`src/logic/aes_pkg.sv`:
```
// AES-128 encryption only; the S-box is computed as x^254 plus affine map, no table ROM
package aes_pkg;

    typedef logic [31:0]  word_t;
    typedef logic [127:0] block_t;
    typedef logic [7:0]   byte_t;
    typedef logic [3:0]   round_idx_t;

    typedef enum logic [1:0] {
        IDLE,
        LOAD,
        ROUND,
        WRITE
    } ctrl_state_t;

    localparam round_idx_t N_ROUNDS = 4'd10;

    // Shift-and-add multiply reduced by x^8 + x^4 + x^3 + x + 1
    function automatic byte_t gf_mul(byte_t a, byte_t b);
        byte_t acc;
        byte_t x;
        acc = '0;
        x   = a;
        for (int i = 0; i < 8; i++) begin
            if (b[i]) begin
                acc = acc ^ x;
            end
            x = {x[6:0], 1'b0} ^ (x[7] ? 8'h1b : 8'h00);
        end
        return acc;
    endfunction

    function automatic byte_t sbox(byte_t x);
        byte_t p;
        byte_t inv;
        p   = x;
        inv = 8'h01;
        // Product of x^2 .. x^128 gives the inverse x^254 (zero stays zero)
        for (int i = 1; i < 8; i++) begin
            p   = gf_mul(p, p);
            inv = gf_mul(inv, p);
        end
        return inv ^ {inv[6:0], inv[7]} ^ {inv[5:0], inv[7:6]}
                   ^ {inv[4:0], inv[7:5]} ^ {inv[3:0], inv[7:4]} ^ 8'h63;
    endfunction

    function automatic byte_t rcon_of(round_idx_t r);
        case (r)
            4'd1:    return 8'h01;
            4'd2:    return 8'h02;
            4'd3:    return 8'h04;
            4'd4:    return 8'h08;
            4'd5:    return 8'h10;
            4'd6:    return 8'h20;
            4'd7:    return 8'h40;
            4'd8:    return 8'h80;
            4'd9:    return 8'h1b;
            4'd10:   return 8'h36;
            default: return 8'h00;
        endcase
    endfunction

endpackage
```
`src/logic/aes_round_counter.sv`:
```
// Counts rounds 1..10 after each start pulse and rests at 0 in between; a new start restarts it
module aes_round_counter import aes_pkg::*; (
    input  logic       clk_i,
    input  logic       reset_i,
    input  logic       start_i,
    output round_idx_t round_o,
    output logic       last_o
);

    round_idx_t round_q;

    always_ff @(posedge clk_i) begin
        if (reset_i) begin
            round_q <= '0;
        end else if (start_i) begin
            round_q <= 4'd1;
        end else if (round_q == N_ROUNDS) begin
            // Back to rest so the engine holds its state
            round_q <= '0;
        end else if (round_q != '0) begin
            round_q <= round_q + 4'd1;
        end
    end

    assign round_o = round_q;
    assign last_o  = (round_q == N_ROUNDS);

    a_round_in_range: assert property (
        @(posedge clk_i) disable iff (reset_i) round_q <= N_ROUNDS
    );

endmodule

```
`config.mk`:
```
export PLATFORM = sky130hd
export DESIGN_NAME = aes_round_counter
export DESIGN_NICKNAME = d
export VERILOG_FILES = /design/src/logic/aes_pkg.sv /design/src/logic/aes_round_counter.sv
export SDC_FILE = /design/constraint.sdc
export NUM_CORES = 1
export LEC_CHECK = 0
export BUFFER_PORTS_ARGS = -buffer_cell sky130_fd_sc_hd__buf_2
export CAP_MARGIN = 40
export CORE_AREA = 2 2 39 41
export CTS_BUF_LIST = sky130_fd_sc_hd__clkbuf_8
export CTS_CLUSTER_DIAMETER = 80
export DETAILED_ROUTE_END_ITERATION = 12
export DIE_AREA = 0 0 41 43
export MAX_ROUTING_LAYER = met4
export PLACE_DENSITY = 0.45
export SYNTH_ARGS = -nofsm -noshare
export SYNTH_HDL_FRONTEND = slang
export SYNTH_SLANG_ARGS = --single-unit
export TNS_END_PERCENT = 100
```
`constraint.sdc`:
```
create_clock -name clk_i -period 1.2 [get_ports clk_i]
set_clock_uncertainty 0.05 [all_clocks]
set_input_delay 0.18 -clock clk_i [delete_from_list [all_inputs] [get_ports clk_i]]
set_output_delay 0.18 -clock clk_i [all_outputs]
set_load 0.01 [all_outputs]
```
==> flow_summary.toml <==
[floorplan]
core_area_sq_um = 1380
io_pins = 8
die_h_microns = 43
die_w_microns = 41
initial_core_util_pct = 19.4
fp.dieArea_sq_um = 1760
rows = 14

[critical_path]
r2r_slack_ns = -0.09
crit_required_ns = 0.97
reg2reg_depth = 6
arrival_ns = 1.10
crit_end = "last_o"
crit_chain = "inv_2 > ha_4 > inv_2 > nor3b_2 > buf_2"
path_class = "flop to output pin"
slowest_delay_ns = 0.31
startpoint = "round_o[0]"
start_kind = "flop"
r2r_end = "round_o[1]"
end_kind = "output pin"
crit_path_frequent_cell = "inv_2"
crit_fanout = 2
reg2reg_from = "round_o[1]"
cpMaxStageDelayCell = "dfxtp_2"

[sta]
rsz0062_at_grt = "true"
period_needed_ns = 1.33
slew_headroom_pct = 84.4
final_max_slew_viol_count = 0
fin_ws_ns = -0.130
max_freq_mhz = 752
setup_viol = 3
fin_crit_sh_pct = 111
hold_viol_final = 0
worstMarginPinSlew_ns = 0.234

[layout]
stdcell_area_sq_um = 479
drive_gt1_share_pct = 70.2
antenna_cells = 0
final_nets = 55
area_growth_pct = 78.1
largest_reg_flops = 4
final_util_pct = 34.6

[yosys]
synth_area_sq_um = 269
yosysWarnings = 0
ys_seq_area_share_pct = 29.8
syn_area_per_cell_sq_um = 9.28
synth-seq-cells = 4
synth_nets = 35
netlist_instances = 29
ys_types = 17

[place]
dp_worst_setup_slack_ns = -0.0193
hpwl_microns = 460
io_buffers = 7
routabilityCongestion = 0.634
placed_area_sq_um = 383

[grt]
grt_pass1_wl_microns = 1090
grt_max_degree = 7
antenna_found_initial = 0
grt_pass1_vias = 278
grt_usage_pct = 9.87
grt-ovfl-total = 0

[clocking]
htreeDepth = 1
cts_max_path_buffers = 2
cts_tree = "yes"
clk_latency_ns = 0.22
clkTransAtPathRegs_ns = 0.03
clockRootBuffer = "clkbuf_8"
cts.sinks = 4
cts_buffers = 3

[route]
wl_microns = 649
drtIter0Drc = 2
antenna_left = 0
drt_first_pass_iters = 2
post-route-drc-count = 0
via_count = 263
wl_per_cell_microns = 10.3
vias_per_cell = 4.17

[hold_path]
hold_path.class = "primary input to flop"
holdPathStages = 2

[power_and_ir_drop]
powerDensity_nw_per_um2 = 1080
power.leakage_nw = 0.201
ir_drop_mv = 0.361

[status]
violations = "negative setup slack"
status = "complete, but fails checks"

[job]
max_cap_violations = 0
==> cell usage after synthesis <==
library cell / number / area share (%)
nor3b_1: 1 / 2.8
nor3b_2: 1 / 4.7
inv_1: 3 / 4.2
and4bb_2: 1 / 4.7
ha_1: 3 / 14
nor3_1: 1 / 1.9
a31oi_1: 1 / 2.3
nor2_1: 4 / 5.6
mux2i_1: 2 / 7.4
xnor2_1: 1 / 3.3
buf_6: 1 / 4.2
nor4_2: 1 / 4.7
nand3_1: 2 / 3.7
o21ai_0: 1 / 1.9
dfxtp_1: 4 / 30
xor2_1: 1 / 3.3
a21oi_1: 1 / 1.9
==> cells by family (layout without fill, tap and decap cells) <==
family          count (synthesis)  in the layout  synth area share (%)
simple gates                   11             11                  27.9
flops                           4              4                  29.8
buf+inv                         4             22                  8.37
fa+ha+maj                       3              3                  14.0
compound gates                  3              3                  6.04
xor+xnor                        2              2                  6.51
mux                             2              2                  7.44
==> routing by layer <==
| layer | up-vias | global-route usage [%] | wire, microns |
|---|---|---|---|
| li1 | 137 | - | - |
| met1 | 118 | 8.97 | 253 |
| met2 | 6 | 16.6 | 359 |
| met3 | 2 | 1.57 | 19 |
| met4 | 0 | 8.00 | 17 |
| met5 | - | - | 0 |
==> critical path, delay by kind of cell, from the launching register on <==
kind                       cells  cell delay (ns)
DFF                            1             0.31
buffers and inverters          3             0.27
and+or+nand+nor                1             0.17
adders and majority gates      1             0.13
==> metrics by stage <==
stage               total power [mW]  hold slack [ns]  instances  TNS, ns
floorplan                      0.189            0.192         29        0
global placement               0.219            0.332         56  -0.0326
detailed placement             0.218            0.331         56  -0.0220
CTS                            0.521            0.101         63   -0.289
global route                   0.545            0.105         63   -0.476
finish                         0.517            0.100         63   -0.240
==> worst min-delay path by stage <==
| stage | startpoint | to | slack, ns |
|---|---|---|---|
| 6_report | start_i | round_o[1] | 0.10 |
| 3_5_place_dp | start_i | round_o[1] | 0.33 |
| 3_3_place_gp | reset_i | round_o[0] | 0.33 |
| 5_1_grt | start_i | round_o[1] | 0.11 |
| 2_1_floorplan | reset_i | round_o[0] | 0.19 |
| 4_1_cts | start_i | round_o[1] | 0.10 |
==> timing repair <==
item,in CTS,in global routing
setup buffers,4,0
hold buffers,0,0
pin swaps,2,5
endpoints found under the setup margin,2,6
resized for setup,7,2
==> cell usage in the layout (no fill, tap or decap), drive strengths merged <==
cell type / instances
mux2i: 2
nor3b: 2
clkbuf: 3
dfxtp: 4
ha: 3
xnor2: 1
and4bb: 1
buf: 16
xor2: 1
o21ai: 1
a31oi: 1
inv: 3
nor4: 1
nor3: 1
nand3: 2
nor2: 4
a21oi: 1
==> layout make-up <==
cell class / count / area [sq um]
fillers: 139 / 905
multi-input cells: 21 / 208
repair buffers: 16 / 115
flip-flops and latches: 4 / 83.8
clock buffers: 3 / 41.3
well taps: 16 / 20.0
inverters: 3 / 11.3
==> power by group <==
part           internal [mW]  total [mW]  leakage [nW]  switching [mW]
Combinational         0.0500      0.0911         0.146          0.0411
Sequential             0.140       0.143        0.0338         0.00348
Clock                  0.214       0.283        0.0216          0.0691
Total                  0.403       0.517         0.201           0.114
No activity file was read; power rests on OpenSTA's default activity.
