<file path="src/logic/aes_pkg.sv">
// AES-128 encryption only; the S-box is computed as x^254 plus affine map, no table ROM
package aes_pkg;

    typedef logic [31:0]  word_t;
    typedef logic [127:0] block_t;
    typedef logic [7:0]   byte_t;
    typedef logic [3:0]   round_idx_t;

    typedef enum logic [1:0] {
        IDLE,
        LOAD,
        ROUND,
        WRITE
    } ctrl_state_t;

    localparam round_idx_t N_ROUNDS = 4'd10;

    // Shift-and-add multiply reduced by x^8 + x^4 + x^3 + x + 1
    function automatic byte_t gf_mul(byte_t a, byte_t b);
        byte_t acc;
        byte_t x;
        acc = '0;
        x   = a;
        for (int i = 0; i < 8; i++) begin
            if (b[i]) begin
                acc = acc ^ x;
            end
            x = {x[6:0], 1'b0} ^ (x[7] ? 8'h1b : 8'h00);
        end
        return acc;
    endfunction

    function automatic byte_t sbox(byte_t x);
        byte_t p;
        byte_t inv;
        p   = x;
        inv = 8'h01;
        // Product of x^2 .. x^128 gives the inverse x^254 (zero stays zero)
        for (int i = 1; i < 8; i++) begin
            p   = gf_mul(p, p);
            inv = gf_mul(inv, p);
        end
        return inv ^ {inv[6:0], inv[7]} ^ {inv[5:0], inv[7:6]}
                   ^ {inv[4:0], inv[7:5]} ^ {inv[3:0], inv[7:4]} ^ 8'h63;
    endfunction

    function automatic byte_t rcon_of(round_idx_t r);
        case (r)
            4'd1:    return 8'h01;
            4'd2:    return 8'h02;
            4'd3:    return 8'h04;
            4'd4:    return 8'h08;
            4'd5:    return 8'h10;
            4'd6:    return 8'h20;
            4'd7:    return 8'h40;
            4'd8:    return 8'h80;
            4'd9:    return 8'h1b;
            4'd10:   return 8'h36;
            default: return 8'h00;
        endcase
    endfunction

endpackage
</file>
<file path="src/logic/aes_ctrl.sv">
// One block at a time; keys are accepted only in IDLE while no full block is waiting
module aes_ctrl import aes_pkg::*; (
    input  logic clk_i,
    input  logic reset_i,
    input  logic key_valid_i,
    output logic key_ready_o,
    output logic key_we_o,
    input  logic block_valid_i,
    output logic block_take_o,
    input  logic result_free_i,
    output logic result_write_o,
    output logic round_start_o,
    input  logic round_last_i,
    output logic evt_o
);

    ctrl_state_t state_q;
    ctrl_state_t state_d;

    always_comb begin
        state_d = state_q;
        case (state_q)
            IDLE: begin
                if (block_valid_i) begin
                    state_d = LOAD;
                end
            end
            LOAD:    state_d = ROUND;
            ROUND:   if (round_last_i) state_d = WRITE;
            WRITE:   if (result_free_i) state_d = IDLE;
            default: state_d = IDLE;
        endcase
    end

    always_ff @(posedge clk_i) begin
        if (reset_i) begin
            state_q <= IDLE;
        end else begin
            state_q <= state_d;
        end
    end

    assign key_ready_o    = (state_q == IDLE) && !block_valid_i;
    assign key_we_o       = key_valid_i && key_ready_o;
    assign block_take_o   = (state_q == LOAD);
    assign round_start_o  = (state_q == LOAD);
    assign result_write_o = (state_q == WRITE) && result_free_i;
    // One pulse per finished block even after a stall
    assign evt_o          = result_write_o;

    // Counter and FSM stay in step through the rounds
    a_last_in_round: assert property (
        @(posedge clk_i) disable iff (reset_i) round_last_i |-> (state_q == ROUND)
    );

endmodule

</file>
<file path="config.mk">
export PLATFORM = sky130hd
export DESIGN_NAME = aes_ctrl
export DESIGN_NICKNAME = d
export VERILOG_FILES = /design/src/logic/aes_pkg.sv /design/src/logic/aes_ctrl.sv
export SDC_FILE = /design/constraint.sdc
export NUM_CORES = 1
export LEC_CHECK = 0
export ABC_CLOCK_PERIOD_IN_PS = 1610
export BUFFER_PORTS_ARGS = -buffer_cell sky130_fd_sc_hd__buf_2
export CORE_AREA = 2 2 39 41
export DETAILED_ROUTE_END_ITERATION = 12
export DIE_AREA = 0 0 41 43
export SETUP_SLACK_MARGIN = 0.02
export SLEW_MARGIN = 20
export SYNTH_ARGS = -nofsm -noshare
export SYNTH_HDL_FRONTEND = slang
export SYNTH_SLANG_ARGS = --single-unit
</file>
<file path="constraint.sdc">
create_clock -name clk_i -period 1.61 [get_ports clk_i]
set_input_delay 0.161 -clock clk_i [delete_from_list [all_inputs] [get_ports clk_i]]
set_output_delay 0.161 -clock clk_i [all_outputs]
set_load 0.01 [all_outputs]
</file>
==> impl_results.rst <==
.. list-table::
   :header-rows: 1

   * - Metric
     - Value
   * - Clk slew on worst S/H paths
     - approximately 0.03 ns
   * - Placed instance area
     - roughly 260 um^2
   * - Register name with the most flops
     - state_q
   * - Number of global-route vias before repair
     - around 180
   * - Cell type contributing the most total cell area after synthesis
     - sky130_fd_sc_hd__ha_1
   * - Detail-routed net length per standard cell
     - 7.41 um
   * - Sum of net half-perimeters after detailed placement
     - roughly 310 um
   * - Largest net degree at the start of global routing
     - 5
   * - Fraction of layout cells with a size suffix above 1
     - about half
   * - Min Hold Slack
     - approximately 0.12 ns
   * - Number of distinct library cells after synthesis
     - 12
   * - R2R cell count
     - 5
   * - Setup Buffers After CTS
     - 0
   * - Worst setup slack before clock tree synthesis
     - approximately 0.24 ns
   * - Die height
     - ~43 um
   * - Pins Over Slew Limit
     - 0
   * - RR Endpoint
     - state_q[0]$_SDFFE_PP0P_
   * - Source of the critical timing path
     - state_q[0]$_SDFFE_PP0P_
   * - Registers with the most flip-flops
     - state_q x2
   * - Metal3 WL
     - 42 um
   * - Pin slew with the least headroom to its limit
     - 0.230 ns
   * - TritonCTS clock tree
     - done
   * - Launching element type of the critical path
     - flip-flop
   * - Die X-Extent
     - 41 um
   * - Total inserted antenna cells
     - 0
   * - Core ar.
     - between 1000 and 1500 um^2
   * - Clock period minus final worst setup slack
     - between 1 and 1.5 ns
   * - Setup CP Type
     - flip-flop to output port
   * - Via total after detailed routing
     - ~170
   * - H-tree levels
     - 1
   * - Run status
     - completed
   * - Crit Path Max Fanout
     - 3
   * - Ratio of total power to cell area
     - 1590 nW/um^2
   * - Critical path destination
     - key_we_o
   * - Total non-filler cell area in the finished layout
     - approximately 280 um^2
   * - Highest routing layer actually used
     - met3
   * - Fin worst setup slack
     - 0.174 ns
   * - First-pass GRT wire length
     - 545 um
   * - Drt via density
     - roughly 3.5
   * - Hold_buf cts
     - 0
   * - Routed met2 length
     - 210 um
   * - Final Net Count
     - between 40 and 50
   * - Initial antenna violation count
     - 0
   * - Cell types with the largest area share after synthesis
     - sky130_fd_sc_hd__ha_1, sky130_fd_sc_hd__dfxtp_1, sky130_fd_sc_hd__buf_4
   * - Synth top cells by count
     - sky130_fd_sc_hd__ha_1, sky130_fd_sc_hd__inv_1
   * - Share of the yosys chip area belonging to registers
     - about a fifth
   * - Most frequent cell after synthesis
     - sky130_fd_sc_hd__ha_1
   * - CP required
     - ~1.5 ns
   * - CTS buffer count
     - 3
   * - Reg2Reg Launch Point
     - state_q[0]$_SDFFE_PP0P_
   * - Portion of synthesized cell area occupied by the leading cell type
     - 25.3%
   * - Count of unresolved DRC violations after routing
     - 0
   * - Gr ovfl total
     - 0
   * - Maximum clock rate
     - between 0.6 and 0.7 GHz
   * - Post-route met1 wirelength
     - 110 um
   * - Number of nets in the synthesized netlist
     - 31
   * - Main synth FF type
     - sky130_fd_sc_hd__dfxtp_1
   * - Clock Sinks
     - 2
   * - Synthesized area divided by synthesized cell count
     - approximately 9.4 um^2
   * - Overall global routing resource usage
     - 5.41%
   * - Register cell area after layout
     - approximately 40 um^2
   * - Count of flip-flops with a built-in enable after synthesis
     - 0
   * - Count of maximum capacitance violations
     - 0
   * - Number of warnings issued by yosys
     - 0
   * - Cell count after synthesis
     - 21
   * - Fill cells
     - between 150 and 200
   * - Multi-input gate area
     - between 100 and 150 um^2
   * - Cell chosen for the clock root
     - sky130_fd_sc_hd__clkbuf_4
   * - Detailed Routing Iterations Pass 1
     - 3
   * - Count of nets left with antenna violations after detail routing
     - 0
   * - Worst hold path type
     - input pin to flip-flop
   * - Leakage
     - around 0.16 nW
   * - Starting utilization of the core area
     - ~14%
   * - Routability cong.
     - ~0.58
   * - Layout overhead on the synthesized area
     - 41.8%
   * - Endpoint type of the worst setup path
     - output port
   * - Setup skew after layout
     - between 0.003 and 0.004 ns
   * - Final Routed Wirelength
     - roughly 360 um
   * - RSZ-0062 raised after global routing
     - false
   * - Slew HR
     - 84.5%
   * - Clock latency reported for the late side of the worst-skew pair
     - between 0.2 and 0.25 ns
   * - Data arrival, critical path
     - 1.28 ns
   * - Number of endpoints failing setup at the final stage
     - 0
   * - Post-CTS Resized
     - 0
   * - Floorplan die area
     - 1760 um^2
   * - Async set or reset register ratio after synthesis
     - 0%
   * - Post-Syn Area
     - about 200 um^2
   * - Accumulated negative setup slack
     - 0 ns
   * - Number of storage elements in the synthesis netlist
     - 2
   * - Number of I/O pins
     - 12
   * - Slack of the worst reg-to-reg path
     - 0.24 ns
   * - Max reg flops
     - 2
   * - Worst ir drop on vdd
     - roughly 0.00023 V
   * - DRC marker count from the first detailed-route iteration
     - 2
   * - Max Root-Sink Buffers
     - 2
   * - Share of the clock period used by the worst path after layout
     - roughly 89%
   * - Port buffer count
     - 11
   * - Final hold violations
     - 0
   * - Row Count
     - 14
## metal layers
layer  GRT usage (%)  vias to the layer above
li1                -                       90
met1            3.50                       76
met2            7.81                        7
met3            3.14                        0
met4            8.00                        0
met5               0                        -
## stage by stage
step | instances | total power (W) | utilization [%]
2_1_floorplan | 21 | 0.000291 | -
3_3_place_gp | 46 | 0.000339 | 18.6
3_5_place_dp | 46 | 0.000343 | 18.6
4_1_cts | 49 | 0.000464 | 20.3
5_1_grt | 49 | 0.000487 | 20.3
6_report | 49 | 0.000447 | 20.3
## layout make-up
type | count | area share (%)
multi-input cells | 14 | 46.9
repair buffers | 11 | 19.6
flip-flops and latches | 2 | 14.3
clock buffers | 3 | 8.04
well taps | 16 | 7.14
inverters | 3 | 4.02
## how the worst min path moves through the flow
stage,startpoint,cells past startpoint,end
floorplan,reset_i,1,state_q[0]$_SDFFE_PP0P_
global placement,reset_i,2,state_q[0]$_SDFFE_PP0P_
detailed placement,reset_i,2,state_q[0]$_SDFFE_PP0P_
CTS,reset_i,2,state_q[0]$_SDFFE_PP0P_
global route,reset_i,2,state_q[0]$_SDFFE_PP0P_
finish,reset_i,2,state_q[0]$_SDFFE_PP0P_
## worst max-delay path, stage by stage (launching register included)
cell                      delay [ns]
sky130_fd_sc_hd__dfxtp_1        0.34
sky130_fd_sc_hd__inv_1          0.09
sky130_fd_sc_hd__ha_1           0.22
sky130_fd_sc_hd__nor2b_4        0.13
sky130_fd_sc_hd__and2_1         0.14
sky130_fd_sc_hd__buf_2          0.13
## where the power goes
| part | leakage, nW | internal (W) | switching (W) |
|---|---|---|---|
| clock | 0.0138 | 0.0000823 | 0.0000294 |
| combinational | 0.127 | 0.000123 | 0.000118 |
| sequential | 0.0165 | 0.0000733 | 0.0000204 |
## cells by family (layout without fill, tap and decap cells)
group / Yosys count / count (layout) / share of synthesized area, %
flip-flops: 2 / 2 / 20.3
buffers and inverters: 5 / 17 / 13.3
adder cells (fa/ha/maj): 4 / 4 / 25.3
AO/OA/AOI/OAI: 2 / 2 / 10.8
multiplexers: 1 / 1 / 5.06
AND/OR/NAND/NOR: 7 / 7 / 25.3
## placed cells by master, fill, tap and decap left out, drive strengths merged
| cell | netlist | routed |
|---|---|---|
| clkbuf | 0 | 3 |
| a211oi | 1 | 1 |
| dfxtp | 2 | 2 |
| mux2i | 1 | 1 |
| buf | 2 | 11 |
| ha | 4 | 4 |
| inv | 3 | 3 |
| and2 | 2 | 2 |
| nor3 | 1 | 1 |
| a211o | 1 | 1 |
| nand2b | 2 | 2 |
| nor2b | 2 | 2 |
(Power assumes the default switching activity.)
