## src/logic/aes_pkg.sv

```systemverilog
// AES-128 encryption only; the S-box is computed as x^254 plus affine map, no table ROM
package aes_pkg;

    typedef logic [31:0]  word_t;
    typedef logic [127:0] block_t;
    typedef logic [7:0]   byte_t;
    typedef logic [3:0]   round_idx_t;

    typedef enum logic [1:0] {
        IDLE,
        LOAD,
        ROUND,
        WRITE
    } ctrl_state_t;

    localparam round_idx_t N_ROUNDS = 4'd10;

    // Shift-and-add multiply reduced by x^8 + x^4 + x^3 + x + 1
    function automatic byte_t gf_mul(byte_t a, byte_t b);
        byte_t acc;
        byte_t x;
        acc = '0;
        x   = a;
        for (int i = 0; i < 8; i++) begin
            if (b[i]) begin
                acc = acc ^ x;
            end
            x = {x[6:0], 1'b0} ^ (x[7] ? 8'h1b : 8'h00);
        end
        return acc;
    endfunction

    function automatic byte_t sbox(byte_t x);
        byte_t p;
        byte_t inv;
        p   = x;
        inv = 8'h01;
        // Product of x^2 .. x^128 gives the inverse x^254 (zero stays zero)
        for (int i = 1; i < 8; i++) begin
            p   = gf_mul(p, p);
            inv = gf_mul(inv, p);
        end
        return inv ^ {inv[6:0], inv[7]} ^ {inv[5:0], inv[7:6]}
                   ^ {inv[4:0], inv[7:5]} ^ {inv[3:0], inv[7:4]} ^ 8'h63;
    endfunction

    function automatic byte_t rcon_of(round_idx_t r);
        case (r)
            4'd1:    return 8'h01;
            4'd2:    return 8'h02;
            4'd3:    return 8'h04;
            4'd4:    return 8'h08;
            4'd5:    return 8'h10;
            4'd6:    return 8'h20;
            4'd7:    return 8'h40;
            4'd8:    return 8'h80;
            4'd9:    return 8'h1b;
            4'd10:   return 8'h36;
            default: return 8'h00;
        endcase
    endfunction

endpackage
```

## src/logic/aes_streamer.sv

```systemverilog
// Word 0 is the most significant word of the block; the packer takes no word while full
module aes_streamer import aes_pkg::*; (
    input  logic   clk_i,
    input  logic   reset_i,
    input  logic   in_valid_i,
    output logic   in_ready_o,
    input  word_t  in_data_i,
    output logic   block_valid_o,
    output block_t block_o,
    input  logic   block_take_i,
    input  block_t result_i,
    input  logic   result_write_i,
    output logic   result_free_o,
    output logic   out_valid_o,
    input  logic   out_ready_i,
    output word_t  out_data_o
);

    logic [1:0] pack_cnt_q;
    logic       full_q;
    block_t     pack_q;

    logic [2:0] out_cnt_q;
    block_t     out_q;

    // Packer shifts words in from the low end
    always_ff @(posedge clk_i) begin
        if (reset_i) begin
            pack_cnt_q <= '0;
            full_q     <= 1'b0;
        end else if (block_take_i) begin
            full_q <= 1'b0;
        end else if (in_valid_i && in_ready_o) begin
            pack_cnt_q <= pack_cnt_q + 2'd1;
            full_q     <= (pack_cnt_q == 2'd3);
        end
    end

    always_ff @(posedge clk_i) begin
        if (in_valid_i && in_ready_o) begin
            pack_q <= {pack_q[95:0], in_data_i};
        end
    end

    assign in_ready_o    = !full_q;
    assign block_valid_o = full_q;
    assign block_o       = pack_q;

    // Unpacker presents the top word and counts down what is left
    always_ff @(posedge clk_i) begin
        if (reset_i) begin
            out_cnt_q <= '0;
        end else if (result_write_i) begin
            out_cnt_q <= 3'd4;
        end else if (out_valid_o && out_ready_i) begin
            out_cnt_q <= out_cnt_q - 3'd1;
        end
    end

    always_ff @(posedge clk_i) begin
        if (result_write_i) begin
            out_q <= result_i;
        end else if (out_valid_o && out_ready_i) begin
            out_q <= {out_q[95:0], 32'h0};
        end
    end

    assign out_valid_o   = (out_cnt_q != '0);
    assign out_data_o    = out_q[127:96];
    assign result_free_o = (out_cnt_q == '0);

    a_out_hold: assert property (
        @(posedge clk_i) disable iff (reset_i)
        (out_valid_o && !out_ready_i) |=> $stable(out_data_o)
    );

endmodule

```

## config.mk

```make
export PLATFORM = sky130hd
export DESIGN_NAME = aes_streamer
export DESIGN_NICKNAME = d
export VERILOG_FILES = /design/src/logic/aes_pkg.sv /design/src/logic/aes_streamer.sv
export SDC_FILE = /design/constraint.sdc
export NUM_CORES = 1
export LEC_CHECK = 0
export BUFFER_PORTS_ARGS = -buffer_cell sky130_fd_sc_hd__buf_4
export CORE_AREA = 10 10 146 148
export DETAILED_ROUTE_END_ITERATION = 10
export DIE_AREA = 0 0 156 158
export PLACE_DENSITY = 0.84
export SLEW_MARGIN = 40
export SYNTH_ARGS = -nofsm -noshare
export SYNTH_HDL_FRONTEND = slang
export SYNTH_SLANG_ARGS = --single-unit
```

## constraint.sdc

```tcl
create_clock -name clk_i -period 6.4 [get_ports clk_i]
set_clock_uncertainty 0.1 [all_clocks]
set_input_delay 0.32 -clock clk_i [delete_from_list [all_inputs] [get_ports clk_i]]
set_output_delay 0.32 -clock clk_i [all_outputs]
set_load 0.02 [all_outputs]
```

==> impl_metrics.yaml, run 1 <==
run_status:
  status: "finished clean"
clocking:
  clockBufferDepth: 3
  post_cts_resized: 0
  clock-sinks: 262
  cts_buffers: 28
  clkSlewWorstSetupHoldPaths_ns: 0.06
  cts-root-buf: "clkbuf_16"
  htreeDepth: 1
  cts_tree: "built"
  clk-insertion-delay-late_ns: 0.55
die:
  die_y_um: 158
  die_width_um: 156
  io_pins: 330
  rows: 50
  floorplan.die_area_um2: 24600
  core_um2: 18500
  start_util_pct: 53.1
timing:
  period_minus_slack_ns: 2.79
  max_freq_mhz: 358
  slew_viol_final: 0
  fin_ws_ns: 3.61
  tightestPinTransition_ns: 0.794
  post-route-period-util_pct: 43.6
  hold_viol: 0
  rsz0062_at_grt: "false"
  finalSetupTns_ns: 0
  maxSlewHeadroom_pct: 47.1
  setup_viol_count_final: 0
final_layout:
  area_growth_pct: 50.8
  final_nets: 1100
  n_antenna_cell: 0
  fillers: 874
  final_cell_mix: "buf_4 (329), edfxtp_1 (256), dlygate4sd3_1 (150)"
  drive_gt1_share_pct: 49.9
  final_common_cell: "buf_4"
worst_hold_path:
  hold_class: "in2reg"
synth:
  syn_nets: 634
  ys_ff_latch: 262
  syn-instance-count: 465
  synthXorXnorAreaFrac_pct: 0.0894
  synth_warnings: 0
  synth_seq_area_share_pct: 79.7
  synth_flop_cell: "edfxtp_1"
  synthArstFlopShare_pct: 0
  syn_area_um2: 9800
  synth-simple-area-share_pct: 2.69
  synthMuxAreaShare_pct: 12.8
  synth_compound_area_share_pct: 0.549
  syn_area_per_cell_um2: 21.1
  synth_top_family_by_area: "multiplexers"
  synth_cell_types: 26
  yosys.area_share.adder_pct: 0.383
  synth_edf_count: 256
global_routing:
  overflow: 0
  grt_pass1_wl_mm: 42.7
  grt_antenna_before_repair: 0
  grt_max_degree: 93
  first_global_vias: 6591
  track_usage_pct: 23.2
placed_design:
  gp_congestion: 0.819
  post-dp-hpwl_mm: 18.3
  post-place-ws_ns: 3.37
  io_buffers: 329
routing:
  routedWlPerCell_um: 25.0
  drt-pass1-iter-count: 5
  first_iter_violations: 377
  vias_per_cell: 5.06
  wl_mm: 29.7
  vias: 6004
  ant_nets: 0
  drc: 0
job:
  drv_cap: 0
critical_path:
  crit_fanout: 64
  path_class: "reg2reg"
  cp.required_ns: 6.45
  cp-end-kind: "flop"
  crit_arrival_ns: 2.84
  cp-start-kind: "flop"
power_and_ir_drop:
  leakage_nw: 6.05
  p_per_area_nw_per_um2: 301
  ir_worst_vdd_mv: 0.239
==> area by class of cell <==
type                       instances  area, um2  area share, %
timing repair buffer             483       4030           27.2
clock inverter                    21        304           2.06
multi-input combinational        151       1630           11.0
inverter                           5       18.8          0.127
tap                              234        293           1.98
sequential                       262       7810           52.8
clock buffer                      30        708           4.79
==> registers in the layout, indices dropped and copies added, names as in the netlist <==
| name | count |
|---|---|
| out_cnt_q | 3 |
| out_q | 128 |
| pack_cnt_q | 2 |
| block_o | 128 |
| block_valid_o | 1 |
==> timing repair <==
item / CTS / global route
endpoints found under the hold margin: 148 / 4
setup buffers: 0 / 0
hold buffers: 146 / 4
==> through the flow <==
| step | utilization (%) | instance area [um2] | hold WS (ns) | power, mW | cells |
|---|---|---|---|---|---|
| 2_1_floorplan | - | 9800 | 0.292 | 2.40 | 465 |
| 3_3_place_gp | 66.3 | 12200 | 0.330 | 2.60 | 984 |
| 3_5_place_dp | 66.4 | 12200 | 0.336 | 2.62 | 984 |
| 4_1_cts | 79.8 | 14700 | 0.000151 | 4.42 | 1181 |
| 5_1_grt | 80.1 | 14800 | 0.000751 | 4.57 | 1186 |
| 6_report | 80.1 | 14800 | 0.0101 | 4.44 | 1186 |
==> synth_stat cells, types with 2 or more instances <==
master / count / area (um2)
edfxtp_1: 256 / 7690
mux2_2: 52 / 586
mux2_4: 44 / 661
and2_1: 32 / 200
buf_4: 32 / 240
buf_6: 7 / 78.8
dfxtp_1: 6 / 120
buf_2: 5 / 25.0
inv_1: 5 / 18.8
nor2_1: 5 / 18.8
clkbuf_1: 3 / 11.3
ha_1: 3 / 37.5
a21oi_1: 2 / 10.0
==> worst paths after layout <==
kind                 end         start  cells past startpoint  slack, ns
max            out_q[34]  out_cnt_q[1]                      7       3.61
min            out_q[33]  result_i[33]                      2       0.01
min reg2reg  block_o[45]   block_o[13]                      0       0.33
max reg2reg    out_q[34]  out_cnt_q[1]                      7       3.61
==> worst max-delay path: stages, from the launching register on <==
cell and delay (ns):
dfxtp_1 0.40, inv_1 0.11, ha_1 0.26, nand2b_4 0.12
inv_1 0.08, nor2_1 0.20, or2_4 0.38, buf_4 0.69
==> routing by layer <==
metal | wire (um) | up-vias | GRT usage [%]
met5 | 0 | - | 0
met4 | 1120 | 0 | 9.53
met3 | 1990 | 74 | 5.32
met2 | 16400 | 315 | 43.6
met1 | 10200 | 2935 | 24.5
li1 | - | 2680 | -
==> report_power, final <==
group	total (mW)	switching, mW	internal (mW)
Combinational	0.564	0.271	0.293
Clock	1.76	0.675	1.08
Sequential	2.12	0.0643	2.06
Total	4.44	1.01	3.43
==> cell families (layout without fill, tap and decap cells) <==
kind of cell / count (synthesis) / after routing
flip-flops: 262 / 262
multiplexers: 97 / 97
XOR/XNOR: 1 / 1
adder cells (fa/ha/maj): 3 / 3
AND/OR/NAND/NOR: 43 / 43
buffers and inverters: 52 / 539
AO/OA/AOI/OAI: 7 / 7
Note: power is estimated with default switching activity, not from simulation.
==> run 2: changes to the inputs <==
--- a/config.mk
+++ b/config.mk
@@ -6,10 +6,10 @@
 export NUM_CORES = 1
 export LEC_CHECK = 0
 export BUFFER_PORTS_ARGS = -buffer_cell sky130_fd_sc_hd__buf_4
-export CORE_AREA = 10 10 146 148
+export CORE_AREA = 10 10 152 154
 export DETAILED_ROUTE_END_ITERATION = 10
-export DIE_AREA = 0 0 156 158
-export PLACE_DENSITY = 0.84
+export DIE_AREA = 0 0 162 164
+export PLACE_DENSITY = 0.78
 export SLEW_MARGIN = 40
 export SYNTH_ARGS = -nofsm -noshare
 export SYNTH_HDL_FRONTEND = slang
==> constraint.sdc (replaced) <==
create_clock -name clk_i -period 2.74 [get_ports clk_i]
set_clock_uncertainty 0.1 [all_clocks]
set_input_delay 0.137 -clock clk_i [delete_from_list [all_inputs] [get_ports clk_i]]
set_output_delay 0.137 -clock clk_i [all_outputs]
set_load 0.02 [all_outputs]
==> impl_metrics.yaml, run 2 (synthesis gave the netlist of run 1 again) <==
global_routing:
  track_usage_pct: 20.3
  grt_max_degree: 44
  grt_antenna_before_repair: 4
  first_global_vias: 6782
  grt_pass1_wl_mm: 41.2
  overflow: 0
timing:
  rsz0062_at_grt: "false"
  period_minus_slack_ns: 2.18
  post-route-period-util_pct: 79.6
  finalSetupTns_ns: 0
  max_freq_mhz: 458
  setup_viol_count_final: 0
  tightestPinTransition_ns: 0.636
  maxSlewHeadroom_pct: 57.6
  slew_viol_final: 0
  hold_viol: 0
die:
  io_pins: 330
  core_um2: 20000
  start_util_pct: 48.9
  rows: 52
  die_y_um: 164
  floorplan.die_area_um2: 26600
  die_width_um: 162
final_layout:
  final_common_cell: "buf_4"
  drive_gt1_share_pct: 49.3
  area_growth_pct: 52.2
  final_nets: 1123
  final_cell_mix: "buf_4 (335), edfxtp_1 (256), dlygate4sd3_1 (165)"
  fin_area_um2: 14900
  fillers: 1128
power_and_ir_drop:
  p_per_area_nw_per_um2: 658
  p_total_mw: 9.82
  leakage_nw: 6.10
  ir_worst_vdd_mv: 0.652
critical_path:
  worstPathCellList: "inv_1 > ha_1 > nand2b_4 > inv_1 > nor2_1 > or2_4 > buf_4"
  cp-end-kind: "flop"
  crit_buf_inv: 3
  path_class: "reg2reg"
  cp.required_ns: 2.84
  rrSetupSlack_ns: 0.56
  crit_fanout: 19
  cpPeakStageDelay_ns: 0.36
  slowest_stage: "or2_4"
  r2r_cells: 7
  reg2reg_from: "out_cnt_q[0]"
  cp-start-kind: "flop"
  crit_path_frequent_cell: "inv_1"
  crit_family: "simple AND/OR/NAND/NOR gates"
  r2r_end: "out_q[23]"
  crit_arrival_ns: 2.28
worst_hold_path:
  hold_end: "pack_cnt_q[1]"
  hold_class: "in2reg"
  hp-start: "in_valid_i"
  hold_depth: 4
clocking:
  clock-sinks: 262
  clkSlewWorstSetupHoldPaths_ns: 0.06
  cts_buffers: 28
  htreeDepth: 1
  clk-insertion-delay-late_ns: 0.52
  cts.repair_timing.setup_buffer_count: 0
  cts-root-buf: "clkbuf_16"
  cts_tree: "built"
  clockBufferDepth: 3
  post_cts_resized: 0
routing:
  drc: 0
  drt-pass1-iter-count: 5
  first_iter_violations: 323
  vias: 6070
  routedWlPerCell_um: 22.9
  vias_per_cell: 4.89
  ant_nets: 0
  wl_mm: 28.5
job:
  drv_cap: 0
placed_design:
  place_area_um2: 12400
  post-dp-hpwl_mm: 18.1
  gp_congestion: 0.842
  io_buffers: 329
run_status:
  status: "finished clean"
-- run 2: per-layer routing --
metal	up-vias	GRT usage, %	wire, um
met5	-	0	0
li1	2730	-	-
met1	3013	21.0	9560
met3	67	4.76	1640
met2	260	38.8	16300
met4	0	8.23	932
-- run 2: repair_timing --
| action | in CTS | in global routing |
|---|---|---|
| hold buffers | 165 | 0 |
| setup endpoints to repair | 0 | 0 |
| hold endpoints to repair | 166 | 0 |
-- run 2: metrics by stage --
step | cells | hold WS (ns) | util [%] | setup slack, ns
finish | 1242 | 0.0508 | 74.5 | 0.558
global route | 1242 | 0.0575 | 74.5 | 0.456
CTS | 1238 | 0.0214 | 74.4 | 0.595
detailed placement | 1029 | 0.216 | 62.0 | 0.607
global placement | 1029 | 0.212 | 62.0 | 0.777
floorplan | 465 | 0.109 | - | 0.152
-- run 2: worst max-delay path by stage --
stage	startpoint	endpoint	slack [ns]	cells past startpoint
after floorplan	block_valid_o	block_o[0]	0.15	1
after global placement	out_cnt_q[0]	out_q[88]	0.78	7
after detailed placement	out_cnt_q[0]	out_q[117]	0.61	7
after CTS	out_cnt_q[0]	out_q[23]	0.59	7
after global routing	out_cnt_q[0]	out_q[23]	0.46	7
final	out_cnt_q[0]	out_q[23]	0.56	7
-- run 2: layout make-up --
cell class	instances	area [um2]	share of cell area, %
inverter	5	18.8	0.126
multi-input combinational	151	1630	10.9
clock inverter	11	104	0.696
tap	270	338	2.26
sequential	262	7810	52.3
clock buffer	33	741	4.96
antenna	4	10.0	0.0671
timing repair buffer	506	4280	28.7
-- run 2: tightest hold or removal path, cell delays in order --
cell     delay, ns
buf_4         0.12
nor3b_1       0.16
mux2i_1       0.12
nor2_1        0.08
-- run 2: power breakdown --
group | switching (mW) | internal, mW | leakage (nW) | total, mW
registers | 0.137 | 4.80 | 2.60 | 4.94
clock network | 1.46 | 2.09 | 0.416 | 3.54
logic | 0.627 | 0.715 | 3.09 | 1.34
total | 2.22 | 7.60 | 6.10 | 9.82
==> run 3: changes to the inputs <==
--- a/config.mk
+++ b/config.mk
@@ -6,10 +6,10 @@
 export NUM_CORES = 1
 export LEC_CHECK = 0
 export BUFFER_PORTS_ARGS = -buffer_cell sky130_fd_sc_hd__buf_4
-export CORE_AREA = 10 10 152 154
+export CORE_AREA = 10 10 159 161
 export DETAILED_ROUTE_END_ITERATION = 10
-export DIE_AREA = 0 0 162 164
-export PLACE_DENSITY = 0.78
+export DIE_AREA = 0 0 169 171
+export PLACE_DENSITY = 0.75
 export SLEW_MARGIN = 40
 export SYNTH_ARGS = -nofsm -noshare
 export SYNTH_HDL_FRONTEND = slang
==> constraint.sdc (replaced) <==
create_clock -name clk_i -period 1.9 [get_ports clk_i]
set_clock_uncertainty 0.1 [all_clocks]
set_input_delay 0.095 -clock clk_i [delete_from_list [all_inputs] [get_ports clk_i]]
set_output_delay 0.095 -clock clk_i [all_outputs]
set_load 0.02 [all_outputs]
==> impl_metrics.yaml, run 3 (synthesis gave the netlist of run 1 again) <==
global_routing:
  overflow: 0
  track_usage_pct: 17.9
  grt_pass1_wl_mm: 39.8
  grt_antenna_before_repair: 0
  grt_max_degree: 50
  first_global_vias: 6537
critical_path:
  cp-end-kind: "flop"
  r2r_cells: 7
  cp-start-kind: "flop"
  r2r_end: "out_q[81]"
  path_class: "reg2reg"
  rrSetupSlack_ns: 0.12
  crit_fanout: 37
  reg2reg_from: "out_cnt_q[0]"
  crit_arrival_ns: 1.90
  cp.required_ns: 2.02
timing:
  maxSlewHeadroom_pct: 68.2
  period_minus_slack_ns: 1.78
  finalSetupTns_ns: 0
  setup_viol_count_final: 0
  rsz0062_at_grt: "false"
  max_freq_mhz: 561
  timing.hold.ws_ns: 0.0238
  hold_viol: 0
  post-route-period-util_pct: 93.9
  tightestPinTransition_ns: 0.477
  slew_viol_final: 0
placed_design:
  post-dp-hpwl_mm: 18.5
  io_buffers: 329
  gp_congestion: 0.802
die:
  core_um2: 22200
  rows: 55
  io_pins: 330
  die_y_um: 171
  die_width_um: 169
  floorplan.die_area_um2: 28900
  start_util_pct: 44.1
routing:
  wl_mm: 27.4
  top_layer: "met4"
  met1_length_mm: 9.66
  vias: 5886
  wl_met3_mm: 1.45
  first_iter_violations: 350
  ant_nets: 0
  vias_per_cell: 4.66
  drt-pass1-iter-count: 4
  drc: 0
  dr_wl_met2_mm: 15.7
  routedWlPerCell_um: 21.7
final_layout:
  final_nets: 1125
  final_cell_mix: "buf_4 (337), edfxtp_1 (256), dlygate4sd3_1 (165)"
  drive_gt1_share_pct: 50.6
  area_growth_pct: 53.9
  n_antenna_cell: 0
  final_common_cell: "buf_4"
power_and_ir_drop:
  ir_worst_vdd_mv: 1.02
  leakage_nw: 6.15
  p_per_area_nw_per_um2: 964
run_status:
  status: "finished clean"
clocking:
  cts-root-buf: "clkbuf_16"
  cts_tree: "built"
  clk-insertion-delay-late_ns: 0.53
  clockBufferDepth: 3
  clkSlewWorstSetupHoldPaths_ns: 0.06
  clock-sinks: 262
  htreeDepth: 1
  cts_buffers: 27
worst_hold_path:
  hold_class: "in2reg"
  hp-start: "result_write_i"
  hold_depth: 2
  hold_end: "out_q[64]"
job:
  drv_cap: 0
## run 3: cell types whose count changed in the layout (fill, tap and decap cells not counted), moves of 4 or more
cell,before,now
clkinvlp_4,0,5
diode_2,4,0
clkbuf_1,4,0
clkinv_1,4,8
## run 3: power by group
group          switching (mW)  leakage, nW  internal, mW  total [mW]
clock                    2.21        0.446          3.29        5.50
combinational           0.892         3.10          1.04        1.93
sequential              0.195         2.60          6.92        7.12
## run 3: critical path: stages, from the launching register on
cell and delay (ns):
dfxtp_2 0.33, inv_2 0.05, ha_4 0.16, nand2b_4 0.09, clkinvlp_4 0.12, nor2_4 0.14, or2_4 0.21, buf_12 0.24
## run 3: how the worst max path moves through the flow
| stage | end | start | slack, ns |
|---|---|---|---|
| 6_report | out_q[81] | out_cnt_q[0] | 0.12 |
| 5_1_grt | out_q[81] | out_cnt_q[1] | 0.03 |
| 4_1_cts | out_cnt_q[1] | out_cnt_q[0] | 0.07 |
| 3_5_place_dp | out_q[113] | out_cnt_q[0] | 0.1 |
| 3_3_place_gp | out_q[113] | out_cnt_q[1] | 0.17 |
| 2_1_floorplan | out_q[0] | out_cnt_q[1] | -0.56 |
## run 3: area by class of cell
type,count,area (um2)
Clock inverter,23,259
Multi-Input combinational cell,151,1650
Fill cell,1416,7140
Inverter,5,22.5
Tap cell,285,357
Timing Repair Buffer,509,4310
Sequential cell,262,7810
Clock buffer,27,676
## run 3: routing by layer
layer	vias up	track usage [%]
met5	-	0
met4	0	5.10
met3	37	3.83
met2	185	33.8
met1	2925	19.6
li1	2739	-
## run 3: through the flow
| step | instance area (um2) | util (%) | instances | setup slack (ns) | power (mW) |
|---|---|---|---|---|---|
| floorplan | 9830 | - | 465 | -0.561 | 8.06 |
| global placement | 12500 | 56.2 | 1047 | 0.169 | 8.81 |
| detailed placement | 12500 | 56.2 | 1047 | 0.0999 | 8.86 |
| CTS | 15100 | 67.9 | 1263 | 0.0697 | 14.7 |
| global route | 15100 | 67.9 | 1262 | 0.0255 | 15.1 |
| finish | 15100 | 67.9 | 1262 | 0.117 | 14.5 |
## run 3: timing repair
item                                    4_1_cts  5_1_grt
endpoints found under the setup margin        0       57
buffers inserted                              0        0
gates resized for setup                       0        1
hold buffers                                166        0
hold endpoints to repair                    170        0
